$ cat src/hdl/uncorePkg.sv
////////////////////////////////////////////////////////////
// One 32-bit AHB-Lite data path and word-aligned regions only
// Region sizes beyond the GPIO window come from uncore parameters
////////////////////////////////////////////////////////////
package uncorePkg;

  ////////////////////////////////////////////////////////////
  // Bus widths
  ////////////////////////////////////////////////////////////
  typedef logic [31:0] busAddr;
  typedef logic [31:0] busData;
  // One bit per byte lane
  typedef logic [3:0]  byteStrobe;

  // HTRANS encoding
  // Only NONSEQ and SEQ open an address phase
  typedef enum logic [1:0] {
    IDLE   = 2'b00,
    BUSY   = 2'b01,
    NONSEQ = 2'b10,
    SEQ    = 2'b11
  } htransKind;

  // Decoded region of an address phase
  typedef enum logic [1:0] {
    NONE = 2'd0,
    RAM  = 2'd1,
    ROM  = 2'd2,
    GPIO = 2'd3
  } regionSel;

  // GPIO word offsets inside the 32-byte window
  typedef enum logic [2:0] {
    INVAL  = 3'd0,
    OUTVAL = 3'd1,
    OUTEN  = 3'd2,
    RISEIE = 3'd3,
    RISEIP = 3'd4
  } gpioReg;

  ////////////////////////////////////////////////////////////
  // Memory map
  ////////////////////////////////////////////////////////////
  localparam busAddr RAM_BASE   = 32'h8000_0000;
  localparam busAddr ROM_BASE   = 32'h0000_1000;
  localparam busAddr GPIO_BASE  = 32'h1006_0000;
  localparam busAddr GPIO_BYTES = 32'd32;

  // Boot image word at a word index
  function automatic busData bootImage(input int unsigned idx);
    busData w;
    w = busData'(idx);
    return (w * 32'h9E37_79B9) ^ (w << 16);
  endfunction

endpackage

$ cat src/hdl/bootRom.sv
////////////////////////////////////////////////////////////
// Boot ROM with one wait state per read and a registered word
// Writes are refused with an error and leave the image intact
////////////////////////////////////////////////////////////
`timescale 1ns/1ps

module bootRom #(
  parameter int romWords = 64
) (
  input  logic              HCLK,
  input  logic              rstN,
  input  logic              sel,
  input  uncorePkg::busAddr HADDR,
  input  logic              HWRITE,
  input  logic              HREADY,
  output uncorePkg::busData rdata,
  output logic              ready,
  output logic              resp
);
  import uncorePkg::*;

  localparam int idxW = $clog2(romWords);

  // DONE doubles as the idle state
  typedef enum logic {
    WAIT,
    DONE
  } romState;

  romState         state;
  busData          romMem [romWords];
  busData          dataQ;
  logic [idxW-1:0] idxD;
  logic            errD;

  // Image fixed at elaboration
  for (genvar i = 0; i < romWords; i++) begin : gImage
    assign romMem[i] = bootImage(i);
  end

  ////////////////////////////////////////////////////////////
  // Read FSM and write error
  ////////////////////////////////////////////////////////////
  always_ff @(posedge HCLK) begin
    if (!rstN) begin
      state <= DONE;
      errD  <= 1'b0;
    end else begin
      case (state)
        DONE: begin
          if (HREADY && sel && !HWRITE) begin
            state <= WAIT;
          end
        end
        WAIT: state <= DONE;
        default: state <= DONE;
      endcase
      // Error flag for the data phase of a ROM write
      if (HREADY) begin
        errD <= sel & HWRITE;
      end
    end
  end

  // Index at the address phase, word out during the wait
  always_ff @(posedge HCLK) begin
    if (HREADY && sel) begin
      idxD <= HADDR[idxW+1:2];
    end
    if (state == WAIT) begin
      dataQ <= romMem[idxD];
    end
  end

  assign rdata = dataQ;
  assign ready = (state == DONE);
  assign resp  = errD;

endmodule

$ cat config.mk
export PLATFORM = sky130hd
export DESIGN_NAME = bootRom
export DESIGN_NICKNAME = d
export VERILOG_FILES = /design/src/hdl/uncorePkg.sv /design/src/hdl/bootRom.sv
export SDC_FILE = /design/constraint.sdc
export NUM_CORES = 1
export LEC_CHECK = 0
export ABC_AREA = 1
export BUFFER_PORTS_ARGS = -buffer_cell sky130_fd_sc_hd__buf_4
export CAP_MARGIN = 20
export CORE_MARGIN = 4
export CORE_UTILIZATION = 56
export CTS_BUF_LIST = sky130_fd_sc_hd__clkbuf_16
export DETAILED_ROUTE_END_ITERATION = 10
export PLACE_DENSITY = 0.82
export SLEW_MARGIN = 0
export SYNTH_ARGS = -nofsm -noshare
export SYNTH_HDL_FRONTEND = slang
export SYNTH_SLANG_ARGS = --single-unit
$ cat constraint.sdc
create_clock -name HCLK -period 2.1 [get_ports HCLK]
set_input_delay 0.42 -clock HCLK [delete_from_list [all_inputs] [get_ports HCLK]]
set_output_delay 0.42 -clock HCLK [all_outputs]
set_load 0.02 [all_outputs]
== Yosys cells after proc, flatten, opt, wreduce, memory -nomap -nowiden ==
Memories as Yosys holds them, arrays and structs flattened. A register that Yosys moved wholly into a read port is not among the register bits.
Index checks and enable logic that the tools add are counted.

* Muxes and demuxes: 2
* Bitwise gates (word level): 3
* Reductions and logical operators: 4

{| class="wikitable"
|+ Operator list
! kind !! number
|-
| $not 6->7 || 1
|-
| $logic_and 1x1->1 || 2
|-
| $logic_not 1->1 || 2
|-
| $pmux 1 s2 || 1
|-
| $and 1x1->1 || 1
|-
| $mux 1 || 1
|-
| $not 1->1 || 1
|}

* Bits in registers: 8
* Bits in read-only memories: 2048
* Input bits: 37
* Output and inout port bits: 34
* Word-level logic and storage cells: 13
* Memories kept: 1

{| class="wikitable"
|+ Memories
! name !! depth !! bits a word !! rd ports !! clocked after memory_dff !! write ports !! line !! source
|-
| (no name shown) || 64 || 32 || 1 || 1 || 0 || bootRom.sv:71 || <nowiki>dataQ <= romMem[idxD];</nowiki>
|}

== Depth between registers and ports, before layout ==
* Depth after elaboration: 4
* Mapped depth: 12
* Depth with buffers taken out: 11

== Least setup slack after synthesis ==
Ideal clock, no wire load.

* Path kind: register to register
* Start point: register idxD[1]
* End point: register dataQ[30] (netlist: rdata[30]), data pin
* Library setup time: 0.252 ns
* Data arrival time: 1.682 ns
* Required time: 1.848 ns
* Path slack: 0.166 ns
* Cell stages (with the launch flop): 9
* Path buffers: 0
* Clock period less this slack: 1.934 ns
* Cells stage by stage: edfxtp_1 > inv_1 > ha_1 > nand2_1 > nand2_1 > o21ai_1 > nand2_1 > nand2_1 > nand2_1

* Longest elaborated chain between the ends: 1

{| class="wikitable"
|+ RTL lines
! item !! line !! source
|-
| from (decl) || bootRom.sv:33 || <nowiki>logic [idxW-1:0] idxD;</nowiki>
|-
| from (signal assigned) || bootRom.sv:68 || <nowiki>idxD <= HADDR[idxW+1:2];</nowiki>
|-
| $not 6->7 (implied by the code) || bootRom.sv:71 ||
|-
| to (decl) || bootRom.sv:32 || <nowiki>busData dataQ;</nowiki>
|}

No other way between the ends.
A chain may end at the register's enable or synchronous reset.

== Worst setup path after layout ==
* Start point: register idxD[0]
* End point: register dataQ[30] (netlist: rdata[30]), data pin

Same word-level chain as after synthesis.

==> run_results.csv <==
group,metric,value,unit
drt,wl,9.75,mm
yosys,synth_area_leaders,"edfxtp_1, nand2_1, nand3_1",
placed_design,pre_cts_ws,0.290,ns
yosys,synth_seq_cells,40,
placed_design,port_buffers,44,
sta,rsz0062_at_grt,"no",
placed_design,place_congestion,0.950,
cts,postCtsSetupRepairBufs,0,
sta,max_freq,537,MHz
cts,clk_pin_slew,0.06,ns
setup_path,critPathMaxFanout,7,
hold_path,whs_endpoint,"idxD[1]$_DFFE_PN_",
cts,cts_buffers,5,
sta,report.final.hold_viol_count,0,
drt,detail-route-antenna-nets,0,
pwr,p_leak,1.90,nW
floorplanning,rows,27,
grt,grt_pass1_wl,16.8,mm
setup_path,startpoint_type,"flip-flop",
placed_design,placed_area,3710,um^2
sta,tightest_slew,0.569,ns
run,cap_violations,0,
drt,wl_per_cell,16.0,um
drt,wl_met1,3.98,mm
sta,min_period,1.86,ns
yosys,yosys_warnings,0,
hold_path,min_from,"HADDR[3]",
yosys,synth_area,3320,um^2
yosys,synth_top_cell_by_area,"edfxtp_1",
cts,cts_tree,"built",
grt,grt_max_degree,47,
sta,slew_headroom,62.1,%
hold_path,hold_class,"input pin to flip-flop",
setup_path,r2r_start,"idxD[0]$_DFFE_PN_",
cells_and_area,nets,588,
setup_path,cp.required,2.15,ns
floorplanning,die_y,85.0,um
drt,drc,0,
cells_and_area,antenna_cells,0,
drt,met3WireLength,833,um
cells_and_area,ff_latch_area,1180,um^2
yosys,yosysSeqAreaShare,35.6,%
setup_path,path_class,"flip-flop to flip-flop",
cts,cts_resized,0,
cts,cts_buffer_depth,2,
drt,num_vias,3535,
pwr,power_density,639,nW/um^2
drt,avgViaCountPerCell,5.79,
sta,fin_worst_skew,0.00436,ns
hold_path,hold_depth,1,
setup_path,rrSetupSlack,0.24,ns
cts,cts_hold_buffers,0,
sta,setup_viol,0,
cells_and_area,multiInputGateArea,1830,um^2
setup_path,r2r_cells,8,
pwr,vdd_drop_max,0.000512,V
placed_design,dp_hpwl,6.85,mm
sta,post-route-period-util,88.7,%
status,status,"finished clean",
grt,grt_pass1_vias,3511,
grt,grt_usage,28.2,%
grt,antenna_found_initial,0,
sta,setup_tns,0,ns
floorplanning,ios,71,
yosys,netlist_instances,498,
yosys,synth_top_area_share,34.4,%
cts,clock_latency,0.29,ns
sta,worst_slack,0.238,ns
floorplanning,start_util,58.8,%
drt,first_pass_iters,6,
cts,root_buffer,"clkbuf_16",
floorplanning,die-area,7220,um^2
drt,topRoutingLayerUsed,"met4",
yosys,ys_types,28,
cts,clock-sinks,40,
cells_and_area,syn_to_final_growth,16.2,%
drt,drt-initial-drc-count,561,
setup_path,arrival,1.91,ns
cells_and_area,postLayoutCellArea,3860,um^2
yosys,syn_avg_cell_area,6.66,um^2
drt,met2_length,4.73,mm
grt,overflow,0,
sta,final_max_slew_viol_count,0,
cells_and_area,nFillCells,500,
cells_and_area,drive_gt1_share,14.5,%
floorplanning,core_area,5640,um^2
setup_path,worstReg2RegEnd,"rdata[30]$_DFFE_PN_",
setup_path,cp-end-kind,"flip-flop",
sta,hold_slack,0.305,ns
cts,cts.htree.levels,2,
floorplanning,fp.dieW,85.0,um
yosys,syn_nets,548,
## worst max-delay path by stage
stage / start / to / slack [ns]
floorplan: idxD[1]$_DFFE_PN_ / rdata[30]$_DFFE_PN_ / 0.17
global placement: idxD[0]$_DFFE_PN_ / rdata[30]$_DFFE_PN_ / 0.29
detailed placement: idxD[0]$_DFFE_PN_ / rdata[30]$_DFFE_PN_ / 0.29
CTS: idxD[0]$_DFFE_PN_ / rdata[30]$_DFFE_PN_ / 0.26
global route: idxD[1]$_DFFE_PN_ / rdata[12]$_DFFE_PN_ / 0.12
finish: idxD[0]$_DFFE_PN_ / rdata[30]$_DFFE_PN_ / 0.24
## synth_stat cells
cell type,number
buf_1,2
o21ai_1,10
inv_4,1
nor2_2,1
o21a_1,1
nor2_4,1
inv_1,29
clkbuf_1,2
nor2_1,26
buf_4,5
buf_6,5
dfxtp_1,2
a21oi_1,13
edfxtp_1,38
nand4_1,5
nand2_1,210
xor2_1,1
buf_2,12
nand2_2,4
a211oi_1,1
nor3_1,3
o211ai_1,6
o21ai_0,11
nand3_1,90
a21boi_0,1
clkinv_1,1
ha_1,13
inv_2,4
## final cells by class
| cell class | instances | share of cell area (%) |
|---|---|---|
| Clock buffer | 5 | 3.24 |
| Inverter | 35 | 3.47 |
| Timing Repair Buffer | 59 | 12.1 |
| Multi-Input combinational cell | 397 | 47.6 |
| Sequential cell | 40 | 30.6 |
| Tap cell | 72 | 2.34 |
| Clock inverter | 3 | 0.616 |
## power by group
group	leakage, nW	switching (mW)	total (mW)	internal [mW]
clock network	0.0660	0.328	0.770	0.442
registers	0.355	0.0135	0.941	0.928
logic	1.48	0.505	0.752	0.247
total	1.90	0.847	2.46	1.62
## metal layers
| metal | global-route usage [%] | vias to the layer above |
|---|---|---|
| met2 | 48.2 | 217 |
| met1 | 36.1 | 1574 |
| met4 | 10.2 | 0 |
| met3 | 3.98 | 24 |
| met5 | 0 | - |
| li1 | - | 1720 |
## flip-flops by register name, indices dropped and copies added, names as in the netlist
register,flops
resp,1
ready,1
idxD,6
rdata,32
## critical path, stage by stage (launching register included)
cell,delay [ns]
edfxtp_1,0.34
inv_1,0.06
ha_1,0.39
nand2_1,0.29
nand2_1,0.16
o21ai_1,0.20
nand2_1,0.07
nand2_1,0.06
nand2_1,0.05
## layout by cell type, fill, tap and decap left out
cell,count
nand2_1,210
nand3_1,90
buf_4,57
edfxtp_1,38
inv_1,29
nor2_1,26
a21oi_1,13
ha_1,13
o21ai_0,11
o21ai_1,10
o211ai_1,6
nand4_1,5
clkbuf_16,5
inv_2,4
nand2_2,4
nor3_1,3
clkinvlp_4,2
buf_12,2
dfxtp_1,2
inv_4,1
nor2_2,1
clkinv_1,1
o21a_1,1
nor2_4,1
a211oi_1,1
xor2_1,1
a21boi_0,1
clkinv_4,1
## stage by stage
stage | utilization (%) | power [mW] | std cells
3_5_place_dp | 65.7 | 1.69 | 603
4_1_cts | 68.4 | 2.46 | 611
2_1_floorplan | - | 1.50 | 498
5_1_grt | 68.4 | 2.61 | 611
6_report | 68.4 | 2.46 | 611
3_3_place_gp | 65.7 | 1.68 | 603
## cells by family after synthesis
logic type | after synthesis | share of synthesized area [%]
compound gates | 43 | 7.16
xor+xnor | 1 | 0.264
flops | 40 | 35.6
simple gates | 340 | 42.9
fa+ha+maj | 13 | 4.90
buf+inv | 61 | 9.13
Note: power is estimated with default switching activity, not from simulation.
