===== src/hdl/uncorePkg.sv =====
////////////////////////////////////////////////////////////
// One 32-bit AHB-Lite data path and word-aligned regions only
// Region sizes beyond the GPIO window come from uncore parameters
////////////////////////////////////////////////////////////
package uncorePkg;

  ////////////////////////////////////////////////////////////
  // Bus widths
  ////////////////////////////////////////////////////////////
  typedef logic [31:0] busAddr;
  typedef logic [31:0] busData;
  // One bit per byte lane
  typedef logic [3:0]  byteStrobe;

  // HTRANS encoding
  // Only NONSEQ and SEQ open an address phase
  typedef enum logic [1:0] {
    IDLE   = 2'b00,
    BUSY   = 2'b01,
    NONSEQ = 2'b10,
    SEQ    = 2'b11
  } htransKind;

  // Decoded region of an address phase
  typedef enum logic [1:0] {
    NONE = 2'd0,
    RAM  = 2'd1,
    ROM  = 2'd2,
    GPIO = 2'd3
  } regionSel;

  // GPIO word offsets inside the 32-byte window
  typedef enum logic [2:0] {
    INVAL  = 3'd0,
    OUTVAL = 3'd1,
    OUTEN  = 3'd2,
    RISEIE = 3'd3,
    RISEIP = 3'd4
  } gpioReg;

  ////////////////////////////////////////////////////////////
  // Memory map
  ////////////////////////////////////////////////////////////
  localparam busAddr RAM_BASE   = 32'h8000_0000;
  localparam busAddr ROM_BASE   = 32'h0000_1000;
  localparam busAddr GPIO_BASE  = 32'h1006_0000;
  localparam busAddr GPIO_BYTES = 32'd32;

  // Boot image word at a word index
  function automatic busData bootImage(input int unsigned idx);
    busData w;
    w = busData'(idx);
    return (w * 32'h9E37_79B9) ^ (w << 16);
  endfunction

endpackage


===== src/hdl/gpioAhb.sv =====
////////////////////////////////////////////////////////////
// GPIO registers written as whole words, strobes not used
// Pin edges reach RISEIP three flops after the pin is sampled
////////////////////////////////////////////////////////////
`timescale 1ns/1ps

module gpioAhb (
  input  logic              HCLK,
  input  logic              rstN,
  input  logic              sel,
  input  uncorePkg::busAddr HADDR,
  input  logic              HWRITE,
  input  logic              HREADY,
  input  uncorePkg::busData HWDATA,
  input  uncorePkg::busData gpioPinsIn,
  output uncorePkg::busData rdata,
  output uncorePkg::busData gpioPinsOut,
  output uncorePkg::busData gpioPinsEn,
  output logic              gpioIntr
);
  import uncorePkg::*;

  // Interrupt enable and pending
  busData riseIe;
  busData riseIp;

  // Input synchronizer and edge history
  busData sync1;
  busData sync2;
  busData prevIn;
  busData rise;
  busData riseClr;

  // Latched address phase
  logic [2:0] regD;
  logic       wrD;
  logic       wrEn;

  ////////////////////////////////////////////////////////////
  // Bus side
  ////////////////////////////////////////////////////////////
  always_ff @(posedge HCLK) begin
    if (!rstN) begin
      wrD <= 1'b0;
    end else if (HREADY) begin
      wrD <= sel & HWRITE;
    end
  end

  // Word offset in the 32-byte window
  always_ff @(posedge HCLK) begin
    if (HREADY && sel) begin
      regD <= HADDR[4:2];
    end
  end

  assign wrEn = wrD && HREADY;

  // Write-one-to-clear mask for the pending bits
  assign riseClr = (wrEn && regD == RISEIP) ? HWDATA : '0;

  ////////////////////////////////////////////////////////////
  // Pin side
  ////////////////////////////////////////////////////////////
  always_ff @(posedge HCLK) begin
    if (!rstN) begin
      sync1  <= '0;
      sync2  <= '0;
      prevIn <= '0;
    end else begin
      sync1  <= gpioPinsIn;
      sync2  <= sync1;
      prevIn <= sync2;
    end
  end

  // Synchronized low to high
  assign rise = sync2 & ~prevIn;

  // Registers, pending and interrupt
  always_ff @(posedge HCLK) begin
    if (!rstN) begin
      gpioPinsOut <= '0;
      gpioPinsEn  <= '0;
      riseIe      <= '0;
      riseIp      <= '0;
      gpioIntr    <= 1'b0;
    end else begin
      if (wrEn) begin
        case (regD)
          OUTVAL: gpioPinsOut <= HWDATA;
          OUTEN:  gpioPinsEn  <= HWDATA;
          RISEIE: riseIe      <= HWDATA;
          default: ;
        endcase
      end
      // A new edge wins over a clear in the same cycle
      riseIp   <= (riseIp & ~riseClr) | rise;
      gpioIntr <= |(riseIp & riseIe);
    end
  end

  // Read mux, offsets past RISEIP give zero
  always_comb begin
    case (regD)
      INVAL:   rdata = sync2;
      OUTVAL:  rdata = gpioPinsOut;
      OUTEN:   rdata = gpioPinsEn;
      RISEIE:  rdata = riseIe;
      RISEIP:  rdata = riseIp;
      default: rdata = '0;
    endcase
  end

endmodule


===== config.mk =====
export PLATFORM = sky130hd
export DESIGN_NAME = gpioAhb
export DESIGN_NICKNAME = d
export VERILOG_FILES = /design/src/hdl/uncorePkg.sv /design/src/hdl/gpioAhb.sv
export SDC_FILE = /design/constraint.sdc
export NUM_CORES = 1
export LEC_CHECK = 0
export BUFFER_PORTS_ARGS = -buffer_cell sky130_fd_sc_hd__clkbuf_2
export CAP_MARGIN = 20
export CORE_ASPECT_RATIO = 1.5
export CORE_MARGIN = 2
export CORE_UTILIZATION = 59
export CTS_CLUSTER_SIZE = 20
export DETAILED_ROUTE_END_ITERATION = 6
export PLACE_DENSITY_LB_ADDON = 0.08
export SKIP_CTS_REPAIR_TIMING = 1
export SLEW_MARGIN = 0
export SYNTH_ARGS = -nofsm -noshare
export SYNTH_HDL_FRONTEND = slang
export SYNTH_SLANG_ARGS = --single-unit

===== constraint.sdc =====
create_clock -name HCLK -period 2.9 [get_ports HCLK]
set_input_delay 0 -clock HCLK [delete_from_list [all_inputs] [get_ports HCLK]]
set_output_delay 0 -clock HCLK [all_outputs]
set_load 0.01 [all_outputs]

Yosys cells after proc, flatten, opt, wreduce, memory -nomap -nowiden:

Cells that the tools add are included.
W data, S select, Z words.

* bits in registers: 229
* output and inout bits: 97
* logic and storage cells: 31
* input port bits: 101

* reductions and logical operators: 8
* equal/unequal tests: 4
* bitwise operators: 7
* muxes and demuxes: 2

Operator list (count)
* $pmux W32 S5: 1
* $and A32 B32 Y32: 3
* $not A32 Y32: 2
* $mux W32: 1
* $or A32 B32 Y32: 1
* $reduce_or A32 Y1: 1
* $eq A3 B2 Y1 const B: 2
* $reduce_and A2 Y1: 3
* $eq A3 B1 Y1 const B: 1
* $eq A3 B3 Y1 const B: 1
* $logic_and A1 B1 Y1: 3
* $logic_not A3 Y1: 1
* $and A1 B1 Y1: 1

Logic depth before layout (Yosys ltp):

Gate-level depths: netlist (run 1).

* depth after elaboration: 6
* depth in mapped cells: 6
* gate-level depth less buffers: 3

Worst setup path after synthesis (run 1):

No wires, ideal clock.

* path type: register to register
* start: reg regD[1]
* end: reg riseIp[23]
* data required time: 2.785 ns
* cell stages (with the launch flop): 7
* arrival time: 1.267 ns
* buffers on the path: 3
* library setup time: 0.115 ns
* setup slack: 1.518 ns
* period minus slack after synthesis: 1.382 ns
* cell sequence: edfxtp_1 -> buf_6 -> nor3b_2 -> buf_6 -> buf_4 -> a31oi_1 -> o21a_1

* longest elaborated chain between the ends: 6

Ends and longest elaborated chain
* start, declared: line gpioAhb.sv:35 `logic [2:0] regD;`
* start signal, assigned: line gpioAhb.sv:53 `regD <= HADDR[4:2];`
* $eq A3 B3 Y1: line gpioAhb.sv:60 `assign riseClr = (wrEn && regD == RISEIP) ? HWDATA : '0;`
* $logic_and A1 B1 Y1: line gpioAhb.sv:60
* $mux W32: line gpioAhb.sv:60
* $not A32 Y32: line gpioAhb.sv:98 `riseIp <= (riseIp & ~riseClr) | rise;`
* $and A32 B32 Y32: line gpioAhb.sv:98
* $or A32 B32 Y32: line gpioAhb.sv:98
* end signal, assigned: line gpioAhb.sv:98
* end, declared: line gpioAhb.sv:25 `busData riseIp;`

Every way passes these cells.
A chain may end at the register's enable or synchronous reset.

Final worst setup path (run 1):

* start: reg regD[0]
* end: out rdata[17]

* longest elaborated chain between the ends: 2
* elaborated cells between the ends (all ways): 6
* those cells by class: eq/ne: 4; mux: 1; reduce/logical: 1

Ends and longest elaborated chain
* $eq A3 B3 Y1, or another cell as far along: line gpioAhb.sv:105 `case (regD)`
* $pmux W32 S5 (*): line gpioAhb.sv:105
* end, declared: line gpioAhb.sv:16 `output uncorePkg::busData rdata,`

Mark *: on every way between the ends. The rest lies on a longest branch, timed or not.

==> results of run 1 <==
## critical path: stages (launching register included)
cell and delay [ns]:
edfxtp_1 0.64, nand2b_1 0.45, buf_12 0.32, o2bb2ai_1 0.28, a221o_1 0.16, clkbuf_2 0.13
## Yosys cell counts (13+ instances only)
master     count
dfxtp_1      226
and2_1        98
a21boi_1      97
nand3_1       97
o21ai_0       54
o21ai_1       42
clkbuf_1      41
a31oi_1       33
inv_1         32
nor2b_1       32
o21a_1        32
a221o_1       31
mux2i_1       31
o2bb2ai_1     31
buf_2         20
a22oi_1       17
buf_6         15
buf_4         13
## state kept, by name, indices dropped and copies added (netlist names)
register,flops
gpioIntr,1
sync1,32
riseIp,32
wrD,1
gpioPinsOut,32
regD,3
riseIe,32
sync2,32
prevIn,32
gpioPinsEn,32
## logic make-up after synthesis
family	after synthesis	share of synthesized area
compound gates	339	0.254
simple gates	242	0.151
flops	229	0.491
mux	32	0.0342
buf+inv	124	0.0702
## layer usage
layer / part of all wire / vias to the layer above / track usage
li1: - / 3851 / -
met1: 0.41 / 3854 / 0.355
met2: 0.51 / 271 / 0.474
met3: 0.053 / 36 / 0.0327
met4: 0.020 / 0 / 0.0810
met5: 0 / - / 0
## layout make-up
type,count,area [µm²],share of cell area
flip-flops and latches,229,4610,0.398
multi-input cells,613,4140,0.357
repair buffers,258,1750,0.151
clock buffers,37,668,0.0576
well taps,203,254,0.0219
inverters,33,124,0.0107
clock inverters,3,40.0,0.00345
## cells in the final DEF, fill, tap and decap left out, types with 17 or more instances in the layout
| master | count |
|---|---|
| a21boi_1 | 97 |
| a221o_1 | 31 |
| a22oi_1 | 17 |
| a31oi_1 | 33 |
| and2_1 | 97 |
| clkbuf_16 | 23 |
| clkbuf_2 | 167 |
| dfxtp_1 | 226 |
| dlygate4sd3_1 | 71 |
| inv_1 | 32 |
| mux2i_1 | 31 |
| nand3_1 | 97 |
| nor2b_1 | 32 |
| o21a_1 | 32 |
| o21ai_0 | 54 |
| o21ai_1 | 42 |
| o2bb2ai_1 | 31 |
## where the power goes
group	internal [mW]	switching [mW]	total, mW	leakage [nW]
Clock	1.65	1.16	2.81	0.346
Combinational	0.237	0.270	0.507	2.43
Sequential	3.24	0.0610	3.30	1.87
## final timing paths
kind              startpoint               to
setup / recovery     regD[0]        rdata[17]
hold / removal        HREADY          regD[0]
setup reg to reg     regD[0]  gpioPinsOut[17]
hold reg to reg     sync1[2]         sync2[2]
==> metrics, run 1 <==
sequential-to-total area share from yosys stat 0.491; FF-to-FF setup slack 0.97 ns; drt pass-1 iters 7; Max transition margin 0.405; setup TNS 0 ns; period utilisation layout 0.854; GPL Wtd Cong 0.822; Ys Warns 0; mean routed wirelength per cell 18.1 µm; Leakage Power 4.65 nW; Final min period 2.48 ns; Area contributors post-synth dfxtp_1 48%, a21boi_1 7.7%, and2_1 6.5%; first-pass GRT wire length 37200 µm; initial drt markers 631; Max rail drop VDD 455 µV; crit path launch type flop; Antenna Cells 0; vias per cell 5.82; maximum root-to-sink buffer count 3; vias 8012; Root Buffer clkbuf_16; EDFF count, synth 3; DP Cell Count 1265; pwr dens 571 nW/µm²; number of fill cells in the layout 1180; WS Path Type flop to output port; DP Worst Slack 1.00 ns; number of antenna violations at the first check in global routing 0; Ports 198; Post-Synthesis Cells 966; IO buf count 168; critical path arrival 2.48 ns; die area 17000 µm²; Horiz. Die Dim 107 µm; Avg Cell Area, Syn 9.73 µm²; DP HPWL 15100 µm; final instance area 11600 µm²; Finished Layout Cells 1376; CTS tree done; Yosys top cell by area dfxtp_1; Core Footprint 15600 µm²; Fin. Hold Viols 0; initial core utilization 0.601; drt drc 0; Final ANT Viol Nets 0; CP required 2.90 ns; gr usage total 0.273; max-cap viol count 0; H-Tree Depth 1; largest net degree at the start of global routing 95; final worst slack 0.424 ns; Syn Nets 1067; Tot Pwr 6.62 mW; clock skew 0.00876 ns; die height 159 µm; Yosys reg bits 229; Min-Delay Path Class input pin to flop; Core Util, Final 0.742; Crit. End Element output port; Yosys cell types 34; worst r2r path cells 4; fmax 404 MHz; area growth from synthesis to layout 23.3%; share of the synthesized area in the top cell type 0.481; Sink Count 229; share of layout cells above drive strength 1 0.192; RSZ-0062 raised after global routing false; clock-pin slew on the worst setup and hold paths 0.06 ns; setup violators final 0; hold path depth 2; Final nets 1258; hold_ws 0.0209 ns; Async SR Flop Fraction 0; worst-margin pin slew 0.891 ns; CP Max Fanout 23; CTS buffer count 22; Post-Place Cell Area 10200 µm²; Core Rows 56; vias in the first global route 6962; Synth Cell Area 9400 µm²; fin. max-slew vios 0; final wirelength 24900 µm; Post-synth top flop dfxtp_1; status complete, no violations; grt ovf 0; clk_lat worst skew 0.50 ns
Note: power is estimated with default switching activity, not from simulation.
==> run 2: changes to the inputs <==
Settings changed: CELL_PAD_IN_SITES_DETAIL_PLACEMENT from default to 1, CELL_PAD_IN_SITES_GLOBAL_PLACEMENT from default to 2, CORE_UTILIZATION 59 to 36, GPL_TIMING_DRIVEN from default to 0, SKIP_CTS_REPAIR_TIMING 1 to default.
==> run 2 against run 1 <==
Effect of this change:
- cell count rose by 14%
- combinational power rose by 21%
- worst setup slack got worse by 0.072 ns
- clock skew rose by 0.0058 ns
- sequential cell count unchanged
- clock power up 7.5%
- sequential share of layout area fell by 1.7 points
- register-to-register slack better by 0.04 ns
- fmax fell by 2.8%
- first-iteration DRC count down 41%
- hold slack got worse by 0.0091 ns
==> metrics, run 2 (synthesis results as in run 1) <==
mean routed wirelength per cell 23.0 µm (+27%); die height 202 µm (+27%); pwr dens 572 nW/µm² (+0.16%); hold_ws 0.0118 ns (-0.00913 ns); slowest stage delay, CP 0.52 ns (-0.12 ns); period utilisation layout 0.879 (+0.0249); clock-pin slew on the worst setup and hold paths 0.06 ns (about the same); Final min period 2.55 ns (+0.0721 ns); CTS buffer count 24 (+9.1%); drt pass-1 iters 4 (-3); Ports 198 (unchanged); CTS tree done; most common cell after layout, fill and taps aside dfxtp_1; first-pass GRT wire length 54100 µm (+46%); Root Buffer clkbuf_16; die area 27400 µm² (+62%); Final ANT Viol Nets 0 (unchanged); setup TNS 0 ns (unchanged); delay-heaviest family, CP buffers and inverters; vias per cell 5.37 (-7.7%); area growth from synthesis to layout 28.8%; critical path arrival 2.55 ns (+0.07 ns); Max transition margin 0.396 (-0.00860); uppermost layer routed met4; GPL Wtd Cong 0.819 (-0.41%); vias in the first global route 8901 (+28%); Crit. End Element output port; WS Path Type flop to output port; initial drt markers 375 (-41%); Min-Delay Path Class input pin to flop; initial core utilization 0.365 (-0.237); Core Rows 72 (+29%); status complete, no violations; maximum root-to-sink buffer count 3 (unchanged); max-cap viol count 0 (unchanged); Core Util, Final 0.470 (-0.272); Fin. Hold Viols 0 (unchanged); drt drc 0 (unchanged); fin. max-slew vios 0 (unchanged); Core Footprint 25800 µm² (+65%); CP required 2.90 ns (about the same); IO buf count 167 (-0.60%); clock skew 0.0145 ns (+0.00578 ns); setup violators final 0 (unchanged); crit path cell chain buf_6 > nor3_1 > buf_2 > a221o_1 > clkbuf_2; wire length on met3 1160 µm (-13%); vias 8460 (+5.6%); H-Tree Depth 1 (unchanged); routed metal-1 wire length 14900 µm (+44%); Leakage Power 4.86 nW (+4.5%); gr usage total 0.263 (-0.00969); Sink Count 229 (unchanged); post-CTS setup buffers 0; number of antenna violations at the first check in global routing 1 (+1); WL met2 19000 µm (+49%); crit path launch type flop; largest net degree at the start of global routing 14 (-85%); Max rail drop VDD 448 µV (-1.5%); share of layout cells above drive strength 1 0.206 (+0.0143); most frequent cells in the layout 226 x dfxtp_1, 167 x clkbuf_2, 98 x and2_1, 97 x nand3_1, 97 x a21boi_1; Final nets 1331 (+5.8%); number of fill cells in the layout 3003 (+150%); fmax 392 MHz (-2.8%); Antenna Cells 0 (unchanged); Tot Pwr 6.93 mW (+4.6%); DP HPWL 25900 µm (+71%); Worst Path Buf+Inv 3 (+1); grt ovf 0 (unchanged); RSZ-0062 raised after global routing false; clk_lat worst skew 0.53 ns (+0.03 ns); worst-margin pin slew 0.906 ns (+0.0151 ns); Slowest cell on crit path edfxtp_1; CP Max Fanout 10 (-57%); final wirelength 36200 µm (+45%); Horiz. Die Dim 136 µm (+27%)
run 2: cell count changes in the layout (fill, tap and decap cells not counted), moves of 2 or more:
cell | previous run | this run
clkbuf_1 | 10 | 45
buf_2 | 0 | 20
buf_6 | 0 | 15
buf_12 | 4 | 0
buf_4 | 16 | 13
clkbuf_8 | 4 | 7
clkbuf_16 | 23 | 25
clkbuf_4 | 0 | 2
nor3b_2 | 0 | 2
nor3b_4 | 2 | 0
run 2: layer usage:
| layer | vias up | global-route usage |
|---|---|---|
| met4 | 0 | 0.0804 |
| met3 | 60 | 0.0261 |
| met1 | 4227 | 0.314 |
| li1 | 3977 | - |
| met2 | 196 | 0.490 |
| met5 | - | 0 |
run 2: worst reg2reg max path, cell delays in order (launching register included):
cell      delay [ns]
edfxtp_1        0.52
inv_2           0.10
clkbuf_1        0.39
clkbuf_1        0.47
o21ai_0         0.18
a21boi_1        0.16
run 2: cell type report:
type	instances	area, µm²	area share
buffer	91	536	0.0442
inverter	33	124	0.0102
multi-input combinational	613	4120	0.341
tap	333	417	0.0344
clock inverter	2	10.0	0.000827
timing repair buffer	238	1550	0.128
clock buffer	36	737	0.0609
sequential	229	4610	0.381
run 2: timing repair:
action	in CTS	in global routing
endpoints found under the hold margin	167	0
hold buffers	71	0
gates resized for setup	0	0
run 2: power breakdown:
group	internal [mW]	total [mW]	leakage (nW)	switching [mW]
combinational	0.260	0.612	2.62	0.352
clock	1.73	3.02	0.371	1.28
sequential	3.24	3.30	1.87	0.0598
total	5.23	6.93	4.86	1.70
run 2: through the flow:
stage	cell area [µm²]	setup slack, ns	instances
final	12100	0.352	1575
after global routing	12100	0.244	1575
after CTS	12100	0.306	1575
after detailed placement	10600	0.866	1466
after global placement	10600	0.896	1466
after floorplan	9400	1.52	966
run 2: path summary, 6_finish.rpt:
path | end | cells after the start | slack [ns] | startpoint
setup / recovery | rdata[28] | 5 | 0.35 | regD[1]
hold / removal | regD[2] | 2 | 0.01 | HREADY
setup reg to reg | riseIe[29] | 5 | 1.01 | regD[1]
hold reg to reg | sync2[1] | 1 | 0.43 | sync1[1]
