===== src/hdl/uncorePkg.sv =====
////////////////////////////////////////////////////////////
// One 32-bit AHB-Lite data path and word-aligned regions only
// Region sizes beyond the GPIO window come from uncore parameters
////////////////////////////////////////////////////////////
package uncorePkg;

  ////////////////////////////////////////////////////////////
  // Bus widths
  ////////////////////////////////////////////////////////////
  typedef logic [31:0] busAddr;
  typedef logic [31:0] busData;
  // One bit per byte lane
  typedef logic [3:0]  byteStrobe;

  // HTRANS encoding
  // Only NONSEQ and SEQ open an address phase
  typedef enum logic [1:0] {
    IDLE   = 2'b00,
    BUSY   = 2'b01,
    NONSEQ = 2'b10,
    SEQ    = 2'b11
  } htransKind;

  // Decoded region of an address phase
  typedef enum logic [1:0] {
    NONE = 2'd0,
    RAM  = 2'd1,
    ROM  = 2'd2,
    GPIO = 2'd3
  } regionSel;

  // GPIO word offsets inside the 32-byte window
  typedef enum logic [2:0] {
    INVAL  = 3'd0,
    OUTVAL = 3'd1,
    OUTEN  = 3'd2,
    RISEIE = 3'd3,
    RISEIP = 3'd4
  } gpioReg;

  ////////////////////////////////////////////////////////////
  // Memory map
  ////////////////////////////////////////////////////////////
  localparam busAddr RAM_BASE   = 32'h8000_0000;
  localparam busAddr ROM_BASE   = 32'h0000_1000;
  localparam busAddr GPIO_BASE  = 32'h1006_0000;
  localparam busAddr GPIO_BYTES = 32'd32;

  // Boot image word at a word index
  function automatic busData bootImage(input int unsigned idx);
    busData w;
    w = busData'(idx);
    return (w * 32'h9E37_79B9) ^ (w << 16);
  endfunction

endpackage


===== src/hdl/addrDecoder.sv =====
////////////////////////////////////////////////////////////
// Pure combinational decode of the current address phase
// Idle transfers still decode an address but report active low
////////////////////////////////////////////////////////////
`timescale 1ns/1ps

module addrDecoder #(
  parameter int ramWords = 256,
  parameter int romWords = 64
) (
  input  uncorePkg::busAddr    HADDR,
  input  uncorePkg::htransKind HTRANS,
  output uncorePkg::regionSel  region,
  output logic                 active
);
  import uncorePkg::*;

  // Region sizes in bytes
  localparam busAddr ramBytes = busAddr'(ramWords * 4);
  localparam busAddr romBytes = busAddr'(romWords * 4);

  logic ramHit;
  logic romHit;
  logic gpioHit;

  ////////////////////////////////////////////////////////////
  // Range compares
  ////////////////////////////////////////////////////////////
  // Offset from the base wraps high for addresses below it
  // so one unsigned compare covers both ends of the range
  assign ramHit  = (HADDR - RAM_BASE) < ramBytes;
  assign romHit  = (HADDR - ROM_BASE) < romBytes;
  assign gpioHit = (HADDR - GPIO_BASE) < GPIO_BYTES;

  // Regions never overlap, order only matters for readability
  always_comb begin
    if (ramHit) begin
      region = RAM;
    end else if (romHit) begin
      region = ROM;
    end else if (gpioHit) begin
      region = GPIO;
    end else begin
      region = NONE;
    end
  end

  // A real transfer starts only on NONSEQ or SEQ
  // IDLE and BUSY never turn into an error response
  assign active = (HTRANS == NONSEQ) || (HTRANS == SEQ);

endmodule


===== config.mk =====
export PLATFORM = sky130hd
export DESIGN_NAME = addrDecoder
export DESIGN_NICKNAME = d
export VERILOG_FILES = /design/src/hdl/uncorePkg.sv /design/src/hdl/addrDecoder.sv
export SDC_FILE = /design/constraint.sdc
export NUM_CORES = 1
export LEC_CHECK = 0
export ABC_AREA = 1
export BUFFER_PORTS_ARGS = -buffer_cell sky130_fd_sc_hd__buf_2
export CORE_UTILIZATION = 50
export DETAILED_ROUTE_END_ITERATION = 6
export GPL_TIMING_DRIVEN = 0
export PLACE_DENSITY = 0.85
export REMOVE_ABC_BUFFERS = 1
export SLEW_MARGIN = 10
export SYNTH_ARGS = -nofsm -noshare
export SYNTH_HDL_FRONTEND = slang
export SYNTH_SLANG_ARGS = --single-unit

===== constraint.sdc =====
create_clock -name vclk -period 2
set_input_delay 0.4 -clock vclk [all_inputs]
set_output_delay 0.4 -clock vclk [all_outputs]
set_load 0.01 [all_outputs]

# Word level (Yosys, flattened, before mapping)

Cells that the tools add are included.

Output and inout bits: 3
Bits of input ports: 34
Flip-flop bits (word level): 0
Word-level logic and storage cells: 12

Mux-type cells: 3
Reductions and logical operators: 1
Add/subtract/negate cells: 3
Equality and inequality tests: 2
Order comparisons: 3

Operators with widths:

| operator                 | number |
|---|---|
| $lt A32 B11 Y1 const B   | 1 |
| $lt A32 B6 Y1 const B    | 1 |
| $lt A32 B9 Y1 const B    | 1 |
| $sub A32 B13 Y32 const B | 1 |
| $sub A32 B29 Y32 const B | 1 |
| $sub A32 B32 Y32 const B | 1 |
| $mux W2                  | 3 |
| $eq A2 B2 Y1 const B     | 2 |
| $logic_or A1 B1 Y1       | 1 |

# Longest topological paths before layout

Gate-level depths: netlist (run 1).

Word-level depth: 5
Mapped depth: 13
Gate-level depth less buffers: 13

# Worst setup path after synthesis (run 1)

Ideal clock, no wire load.

Path type: in2out
From: input port HADDR[17]
To: output port region[1]
Stages on the path: 11
Path slack: 83 ps
Path buffers: 0
Data arrival time: 1,517 ps
Cells stage by stage: inv_1 ha_1 inv_1 or2_2 nand2_1 nand2_1 o21ai_0 nand2_1 inv_1 nand3_1 nand2_1

Longest elaborated chain between the ends: 5
Elaborated cells on any way between the ends: 9
Those cells by class: add/sub (3); order compare (3); mux (3)

RTL lines:

| item             | line              | source |
|---|---|---|
| from (decl)      | addrDecoder.sv:11 | `input uncorePkg::busAddr HADDR,` |
| $sub A32 B29 Y32 | addrDecoder.sv:33 | `assign gpioHit = (HADDR - GPIO_BASE) < GPIO_BYTES;` |
| $lt A32 B6 Y1    | addrDecoder.sv:33 |  |
| $mux W2          | addrDecoder.sv:41 | `end else if (gpioHit) begin` |
| $mux W2          | addrDecoder.sv:39 | `end else if (romHit) begin` |
| $mux W2 (*)      | addrDecoder.sv:37 | `if (ramHit) begin` |
| to (decl)        | addrDecoder.sv:13 | `output uncorePkg::regionSel region,` |

Mark *: on every way between the ends. The rest lies on a longest branch, timed or not.

# Worst setup path after layout (run 1)

From: input port HADDR[18]
To: output port region[0]

Same word-level chain as after synthesis.

==> results of run 1 <==
cells in the final DEF (no fill, tap or decap), types with 3 or more instances in the layout:
cell and instances:
inv_1 24, nand3_1 16, nor3_1 6, nand4_1 3, nor2_2 3, buf_4 3, nor2_1 23, o21ai_0 3
nand2_2 5, nor2_4 7, nand2_1 65, buf_2 27
logic make-up after synthesis:
family	share of synthesized area, %
and+or+nand+nor	75.4
AOI/OAI and AO/OA	3.81
buffers and inverters	13.8
adders and majority gates	4.76
xor gates and xnor gates	2.22
metal layers:
metal / part of all wire (%) / wire length (um) / GRT usage (%) / vias to the layer above
met5: 0 / 0 / 0 / -
met4: 5.4 / 160 / 7.74 / 0
met3: 9.1 / 269 / 1.30 / 27
met2: 49 / 1460 / 56.9 / 103
met1: 36 / 1060 / 34.0 / 565
li1: - / - / - / 602
power by group through the flow:
stage / Combinational (mW) / Sequential [mW] / Clock, mW
finish: 0.172 / 0 / 0
global route: 0.186 / 0 / 0
CTS: 0.150 / 0 / 0
detailed placement: 0.131 / 0 / 0
global placement: 0.126 / 0 / 0
floorplan: 0.0715 / 0 / 0
worst max-delay path by stage:
| stage | from | to | cells past startpoint |
|---|---|---|---|
| 2_1_floorplan | HADDR[17] | region[1] | 11 |
| 3_3_place_gp | HADDR[17] | region[1] | 12 |
| 3_5_place_dp | HADDR[18] | region[1] | 13 |
| 4_1_cts | HADDR[18] | region[0] | 15 |
| 5_1_grt | HADDR[18] | region[1] | 14 |
| 6_report | HADDR[18] | region[0] | 10 |
worst max-delay path: cells and delay by family:
kind | cells | cell delay [ps]
buffers and inverters | 4 | 490
AND/OR/NAND/NOR | 6 | 880
what timing repair did:
action,in CTS,in global routing
pin swaps,10,17
gates resized for setup,23,15
hold buffers,0,0
buffers inserted,2,3
cloned,0,0
endpoints found under the setup margin,2,2
final cells by class:
type                            instances  area share, %
Multi-Input combinational cell        144           67.0
Tap cell                               15           1.70
Inverter                               28           10.9
Timing Repair Buffer                   34           20.3
per-stage QoR:
step	setup TNS [ps]	utilization [%]	setup slack, ps	hold WS, ps	instances
floorplan	0	-	83.2	800	172
global route	-597	79.6	-340	800	221
detailed placement	-563	68.6	-308	800	216
CTS	-252	74.8	-130	800	218
global placement	-473	68.6	-260	800	216
finish	-357	79.6	-181	800	221
==> summary.txt, run 1 <==
Layout
  – Seq cells: 0
  – Multi-input gate area: between 700 and 800 um2
  – Syn-to-layout area delta: 39.7%
  – Storage element area: 0 um2
  – Clock buffers: 0
  – Fillers: 110
  – Nets: ~250
  – Finished Cell Area: 0.00110 mm2
  – # diodes: 0
  – Layout cells sized above 1: 28.6%

Setup path
  – Worst Setup Path Type: input port to output pin
  – Max stage delay on crit path: 390 ps
  – Critical path launch point type: input port
  – Critical Path Fanout Max: 6
  – Slowest-stage cell, CP: or4_1
  – CP Data Required Time: 1600 ps
  – Cells along the critical path: buf_12, buf_6, nor2_4, nand2_2, nor2_4, buf_4, nand2_2, or4_1, nand2_1, buf_2
  – Worst endpoint data arrival time: 1780 ps
  – Crit end category: output pin

Timing
  – Hold Vio Cnt, Final: 0
  – Period minus WS final: 2180 ps
  – Final WS setup: -181 ps
  – Period utilisation layout: 109%
  – Slew Limit Fails: 0
  – RSZ-0062 raised after global routing: true
  – Slew headroom: between 70% and 80%
  – Finish-stage setup viols: 2
  – Fmax: ~460 MHz
  – Slew at the pin closest to its max-slew limit: ~330 ps

GRT
  – Gr ovfl total: 0
  – Largest net degree at the start of global routing: 8
  – First-pass GRT wire length: between 4000 and 5000 um
  – Global-route usage over all layers: 29.3%
  – Vias in the first global route: 1072
  – Antenna violations before repair: 0

Yosys
  – Sequential-to-total area share from yosys stat: 0%
  – Netlist cell types: 18
  – Syn_area_per_cell: 4.56 um2
  – Cell taking the most area after synthesis: nand2_1
  – Top-count cell post-synth: nand2_1
  – Post-Synthesis Cells: about 170
  – Yosys warns: 0
  – Synth top area share: 33.3%
  – Synth top area cells: nand2_1, inv_1, nor2_1, nand3_1, nor2_4
  – Top post-synthesis cells by count: nand2_1, inv_1, nor2_1
  – Synthesized area: roughly 790 um2

Routing
  – Via count: 1297
  – Drt pass-1 iters: 4
  – Post-route ant nets: 0
  – DRC errors left: 0
  – Total wire length: 2960 um
  – WL/cell: about 13 um
  – Vias per cell: 5.87
  – DRT iter0 DRCs: roughly 60

Die
  – Initial core utilization: 57.0%
  – Placeable Area: 0.00138 mm2
  – Die height: 41.7 um
  – I/O Pins: 37
  – Die width: 41.7 um
  – # rows: 13
  – Die Area: 0.00174 mm2

Power
  – Sequential power share: 0%
  – VDD IR-drop max: 133 uV
  – Comb power frac: 100.0%
  – Total power: 172 uW
  – Clock group share of total power: 0%
  – Sw power: 104 uW
  – Int Pwr: 68.0 uW
  – Pwr dens: 157 mW/mm2
  – Leakage: 0.620 nW
  – Switch share: roughly 60%

Placement
  – Placer Congestion: 0.869
  – Hpwl dp: between 1500 and 2000 um
  – Port Buffers: 29
  – Placed Area: around 950 um2

Job
  – Max cap viols: 0

Hold path
  – Hold crit path type: input port to output pin
  – Hold depth: 0
  – Worst Hold End: active
  – Worst Min Path Start: HTRANS[1]

Status
  – Violated checks: negative setup slack
  – Outcome: finished with violations
Note: power is estimated with default switching activity, not from simulation.
==> inputs of run 2 (changes only) <==
- ABC_AREA: 1 -> 0
- CORE_AREA: unset -> 2 2 39 41
- CORE_UTILIZATION: 50 -> unset
- DIE_AREA: unset -> 0 0 41 43
- PLACE_DENSITY: 0.85 -> 0.73
==> run 2 against run 1 <==
Global-route usage fell by 13 points. Largest cell class unchanged. Routed wire length fell by 53%. The run still ends with negative setup slack left. Setup slack got worse by 680 ps. Combinational power fell by 38%. Cell count fell by 50%.
==> summary.txt, run 2 <==
Status
  – Outcome: finished with violations
  – Violated checks: negative setup slack

Die
  – Placeable Area: 0.00138 mm2 (about the same)
  – # rows: 14 (+1)
  – Die height: 43 um (+3.1%)
  – I/O Pins: 37 (unchanged)
  – Initial core utilization: 33.5% (-23 points)
  – Die Area: 0.00176 mm2 (+1.4%)
  – Die width: 41 um (-1.7%)

Timing
  – RSZ-0062 raised after global routing: true
  – Finish-stage setup viols: 2 (unchanged)
  – Final WS setup: -864 ps (-683 ps)
  – Slew Limit Fails: 0 (unchanged)
  – Period minus WS final: 2860 ps (+683 ps)
  – Hold Vio Cnt, Final: 0 (unchanged)
  – Setup TNS: -1720 ps (-1370 ps)
  – Slew at the pin closest to its max-slew limit: 666 ps (+335 ps)
  – Fmax: 349 MHz (-24%)
  – Period utilisation layout: 143% (+34 points)
  – Slew headroom: 55.3% (-22 points)

GRT
  – Gr ovfl total: 0 (unchanged)
  – Global-route usage over all layers: 16.8% (-13 points)
  – First-pass GRT wire length: 2180 um (-48%)
  – Largest net degree at the start of global routing: 7 (-1)
  – Antenna violations before repair: 0 (unchanged)
  – Vias in the first global route: 565 (-47%)

Layout
  – Seq cells: 0 (unchanged)
  – Nets: 134 (-45%)
  – Most frequent cells in the layout: buf_2, nor2_1, nor3_1, nand4_1, buf_4
  – Syn-to-layout area delta: 56.6%
  – Commonest non-fill, non-tap cell in the layout: buf_2
  – Clock buffers: 0 (unchanged)
  – Layout cells sized above 1: 49.5% (+21 points)
  – Finished Cell Area: 727 um2 (-34%)
  – Storage element area: 0 um2 (unchanged)
  – # diodes: 0 (unchanged)

Yosys
  – Top post-synthesis cells by count: nor2_1, nand4_1, nor3_1
  – Synth top area cells: ha_1, xor2_1, nand4_1, a2111oi_4, xnor2_1
  – Sequential-to-total area share from yosys stat: 0% (unchanged)
  – Synthesized area: 464 um2 (-41%)
  – Synth top area share: 8.09% (-25 points)
  – Post-Synthesis Cells: 62 (-64%)
  – Top-count cell post-synth: nor2_1
  – Cell taking the most area after synthesis: ha_1
  – Yosys warns: 0 (unchanged)
  – Syn_area_per_cell: 7.49 um2 (+64%)
  – Netlist cell types: 32 (+14)

Setup path
  – Crit path buf inv count: 3 (-1)
  – Crit end category: output pin
  – Critical path launch point type: input port
  – CP Data Required Time: 1600 ps (about the same)
  – Worst Setup Path Type: input port to output pin
  – Worst endpoint data arrival time: 2460 ps (+680 ps)
  – Cells along the critical path: buf_8, inv_6, ha_4, or4_4, or3_4, a2111oi_4, o211ai_1, a2111o_1, o41ai_2, buf_2
  – Max stage delay on crit path: 410 ps (+20 ps)
  – Slowest-stage cell, CP: or4_4
  – Delay-heaviest family, CP: compound AO/OA/AOI/OAI gates
  – Critical Path Fanout Max: 2 (-4)

Placement
  – Port Buffers: 29 (unchanged)
  – Hpwl dp: 1060 um (-42%)
  – Placed Area: 626 um2 (-34%)
  – Dpl ws: -1110 ps (-805 ps)
  – Placer Congestion: 0.933 (+7.4%)

Power
  – VDD IR-drop max: 73.3 uV (-45%)
  – Pwr dens: 147 mW/mm2 (-6.2%)
  – Total power: 107 uW (-38%)
  – Leakage: 0.316 nW (-49%)

Hold path
  – Hold crit path type: input port to output pin
  – Hold depth: 0 (unchanged)
  – Worst Min Path Start: HTRANS[1]
  – Worst Hold End: active

Routing
  – WL/cell: 12.5 um (-6.7%)
  – DRT iter0 DRCs: 12 (-80%)
  – Post-route ant nets: 0 (unchanged)
  – Vias per cell: 5.58 (-5.0%)
  – Total wire length: 1390 um (-53%)
  – DRC errors left: 0 (unchanged)
  – Drt pass-1 iters: 4 (unchanged)
  – Via count: 619 (-52%)

Clock network
  – # hold bufs at CTS: 0 (unchanged)

Job
  – Max cap viols: 0 (unchanged)
[run 2: worst max-delay path by stage]
stage | start | end | cells past startpoint
floorplan | HADDR[17] | region[0] | 8
global placement | HADDR[17] | region[0] | 10
detailed placement | HADDR[17] | region[1] | 10
CTS | HADDR[18] | region[1] | 10
global route | HADDR[18] | region[0] | 10
finish | HADDR[18] | region[1] | 10
[run 2: through the flow]
| stage | util, % | hold slack (ps) | std cells |
|---|---|---|---|
| finish | 52.5 | 800 | 111 |
| global route | 52.5 | 800 | 111 |
| CTS | 51.2 | 800 | 110 |
| detailed placement | 45.2 | 800 | 106 |
| global placement | 45.2 | 800 | 106 |
| floorplan | - | 800 | 61 |
[run 2: metal layers]
metal	share of wire [%]	wire length (um)	vias up	GRT usage (%)
met5	0	0	-	0
met4	0	0	0	0
met3	7.4	103	0	1.57
met2	56	771	27	31.3
met1	37	512	280	20.6
li1	-	-	312	-
[run 2: cells by family after synthesis]
logic type / count (synthesis) / synth area share [%]
multiplexers: 1 / 2.16
AND/OR/NAND/NOR: 38 / 53.6
XOR/XNOR: 7 / 13.2
buffers and inverters: 3 / 2.43
AO/OA/AOI/OAI: 10 / 20.5
adder cells (fa/ha/maj): 3 / 8.09
[run 2: where the power goes]
| part | leakage, nW | internal (mW) | switching, mW |
|---|---|---|---|
| clock network | 0 | 0 | 0 |
| logic | 0.316 | 0.0529 | 0.0538 |
| registers | 0 | 0 | 0 |
[run 2: what timing repair did]
item                       4_1_cts  5_1_grt
gates resized for setup         13        4
buffers inserted                 4        1
gates cloned                     0        0
setup endpoints to repair        2        2
pin swaps                        6        4
[run 2: area by class of cell]
type                       count  area (um2)
multi-input combinational     59         487
inverter                       2        17.5
timing repair buffer          34         203
tap                           16        20.0
fill                         135         657
==> inputs of run 3 (changes only) <==
--- a/config.mk
+++ b/config.mk
@@ -7,9 +7,8 @@
 export LEC_CHECK = 0
-export ABC_AREA = 0
+export ABC_AREA = 1
 export BUFFER_PORTS_ARGS = -buffer_cell sky130_fd_sc_hd__buf_2
-export CORE_AREA = 2 2 39 41
+export CORE_UTILIZATION = 50
 export DETAILED_ROUTE_END_ITERATION = 6
-export DIE_AREA = 0 0 41 43
 export GPL_TIMING_DRIVEN = 0
-export PLACE_DENSITY = 0.73
+export PLACE_DENSITY = 0.85
 export REMOVE_ABC_BUFFERS = 1
==> constraint.sdc (replaced) <==
create_clock -name vclk -period 2
set_input_delay 0.1 -clock vclk [all_inputs]
set_output_delay 0.1 -clock vclk [all_outputs]
set_load 0.01 [all_outputs]
==> run 3 against run 2 <==
Via count increased by 80%. Setup slack improved by 1100 ps. Critical endpoint unchanged. The flow now finishes without violations. Sequential share of layout area unchanged.
==> summary.txt, run 3 (synthesized netlist as in run 1, its figures left out) <==
Timing
  – Slew Limit Fails: 0 (unchanged)
  – Slew headroom: 79.8% (+25 points)
  – RSZ-0062 raised after global routing: false
  – Slew at the pin closest to its max-slew limit: 300 ps (-366 ps)
  – Finish-stage setup viols: 0 (-2)
  – Hold Vio Cnt, Final: 0 (unchanged)
  – Final WS setup: 275 ps (+1140 ps)
  – Setup TNS: 0 ps (+1720 ps)
  – Fmax: 580 MHz (+66%)
  – Period minus WS final: 1730 ps (-1140 ps)
  – Period utilisation layout: 86.3% (-57 points)

Power
  – Pwr dens: 140 mW/mm2 (-4.5%)
  – Leakage: 0.575 nW (+82%)
  – VDD IR-drop max: 100 uV (+37%)

Die
  – # rows: 13 (-1)
  – I/O Pins: 37 (unchanged)
  – Placeable Area: 0.00138 mm2 (about the same)
  – Die width: 41.7 um (+1.7%)
  – Die Area: 0.00174 mm2 (-1.3%)
  – Die height: 41.7 um (-3.0%)
  – Initial core utilization: 57.0% (+23 points)

GRT
  – Antenna violations before repair: 0 (unchanged)
  – First-pass GRT wire length: 3560 um (+63%)
  – Global-route usage over all layers: 24.3% (+7.5 points)
  – Vias in the first global route: 965 (+71%)
  – Largest net degree at the start of global routing: 8 (+1)
  – Gr ovfl total: 0 (unchanged)

Setup path
  – Critical path launch point type: input port
  – Crit end category: output pin
  – Critical Path Fanout Max: 7 (+5)
  – Worst Setup Path Type: input port to output pin
  – CP Data Required Time: 1900 ps (+300 ps)
  – Worst endpoint data arrival time: 1630 ps (-830 ps)

Placement
  – Port Buffers: 29 (unchanged)
  – Hpwl dp: 1850 um (+74%)
  – Placed insts: 216 (+100%)
  – Dpl ws: 292 ps (+1400 ps)
  – Placed Area: 948 um2 (+52%)
  – Placer Congestion: 0.869 (-6.9%)

Layout
  – Final cell utilization of the core: 68.6% (+16 points)
  – Multi-input gate area: 679 um2 (+40%)
  – Storage element area: 0 um2 (unchanged)
  – Most frequent cells in the layout: nand2_1, buf_2, inv_1, nor2_1, nand3_1
  – Fillers: 143 (+5.9%)
  – Finished Cell Area: 948 um2 (+30%)
  – Final cell count without fillers: 216 (+95%)
  – Clock buffers: 0 (unchanged)
  – Seq cells: 0 (unchanged)
  – Commonest non-fill, non-tap cell in the layout: nand2_1
  – Layout cells sized above 1: 18.9% (-31 points)
  – Nets: 240 (+79%)
  – Syn-to-layout area delta: 20.3%
  – # diodes: 0 (unchanged)

Routing
  – Drt pass-1 iters: 4 (unchanged)
  – Total wire length: 2120 um (+53%)
  – DRC errors left: 0 (unchanged)
  – Via count: 1116 (+80%)
  – Vias per cell: 5.17 (-7.4%)
  – WL/cell: 9.83 um (-21%)
  – DRT iter0 DRCs: 33 (+21)
  – Post-route ant nets: 0 (unchanged)

Job
  – Max cap viols: 0 (unchanged)

Status
  – Outcome: completed

Hold path
  – Hold crit path type: input port to output pin
  – Hold depth: 0 (unchanged)

Clock network
  – # hold bufs at CTS: 0 (unchanged)
  – Post-CTS setup buffer count: 0 (-4)
  – Cts repair resizes: 0 (-13)
[run 3: path summary, 6_finish.rpt]
kind,endpoint,startpoint
worst max-delay path,region[1],HADDR[18]
worst min-delay path,active,HTRANS[1]
[run 3: critical path, cell delays in order]
cell,delay [ps]
buf_2,140
inv_1,110
ha_1,160
inv_1,60
or2_2,280
nand2_1,160
nand2_1,90
o21ai_0,150
nand2_1,70
inv_1,50
nand3_1,70
nand2_1,50
buf_2,120
[run 3: per-stage QoR]
step,hold slack [ps],total power [mW]
floorplan,200,0.0715
detailed placement,200,0.131
global route,200,0.150
CTS,200,0.131
global placement,200,0.126
finish,200,0.133
[run 3: layout make-up]
| class | instances | area share, % |
|---|---|---|
| inverter | 28 | 11.1 |
| tap | 15 | 1.98 |
| multi-input combinational | 144 | 71.6 |
| timing repair buffer | 29 | 15.3 |
[run 3: power breakdown]
| group | leakage, nW | total (mW) | switching [mW] | internal [mW] |
|---|---|---|---|---|
| logic | 0.575 | 0.133 | 0.0836 | 0.0493 |
| clock network | 0 | 0 | 0 | 0 |
| registers | 0 | 0 | 0 | 0 |
[run 3: layer usage]
metal | vias to the layer above | track usage, % | wire length, um
met4 | 0 | 3.87 | 8
met2 | 40 | 46.3 | 1080
met5 | - | 0 | 0
met1 | 485 | 30.4 | 935
met3 | 2 | 0.435 | 98
li1 | 589 | - | -
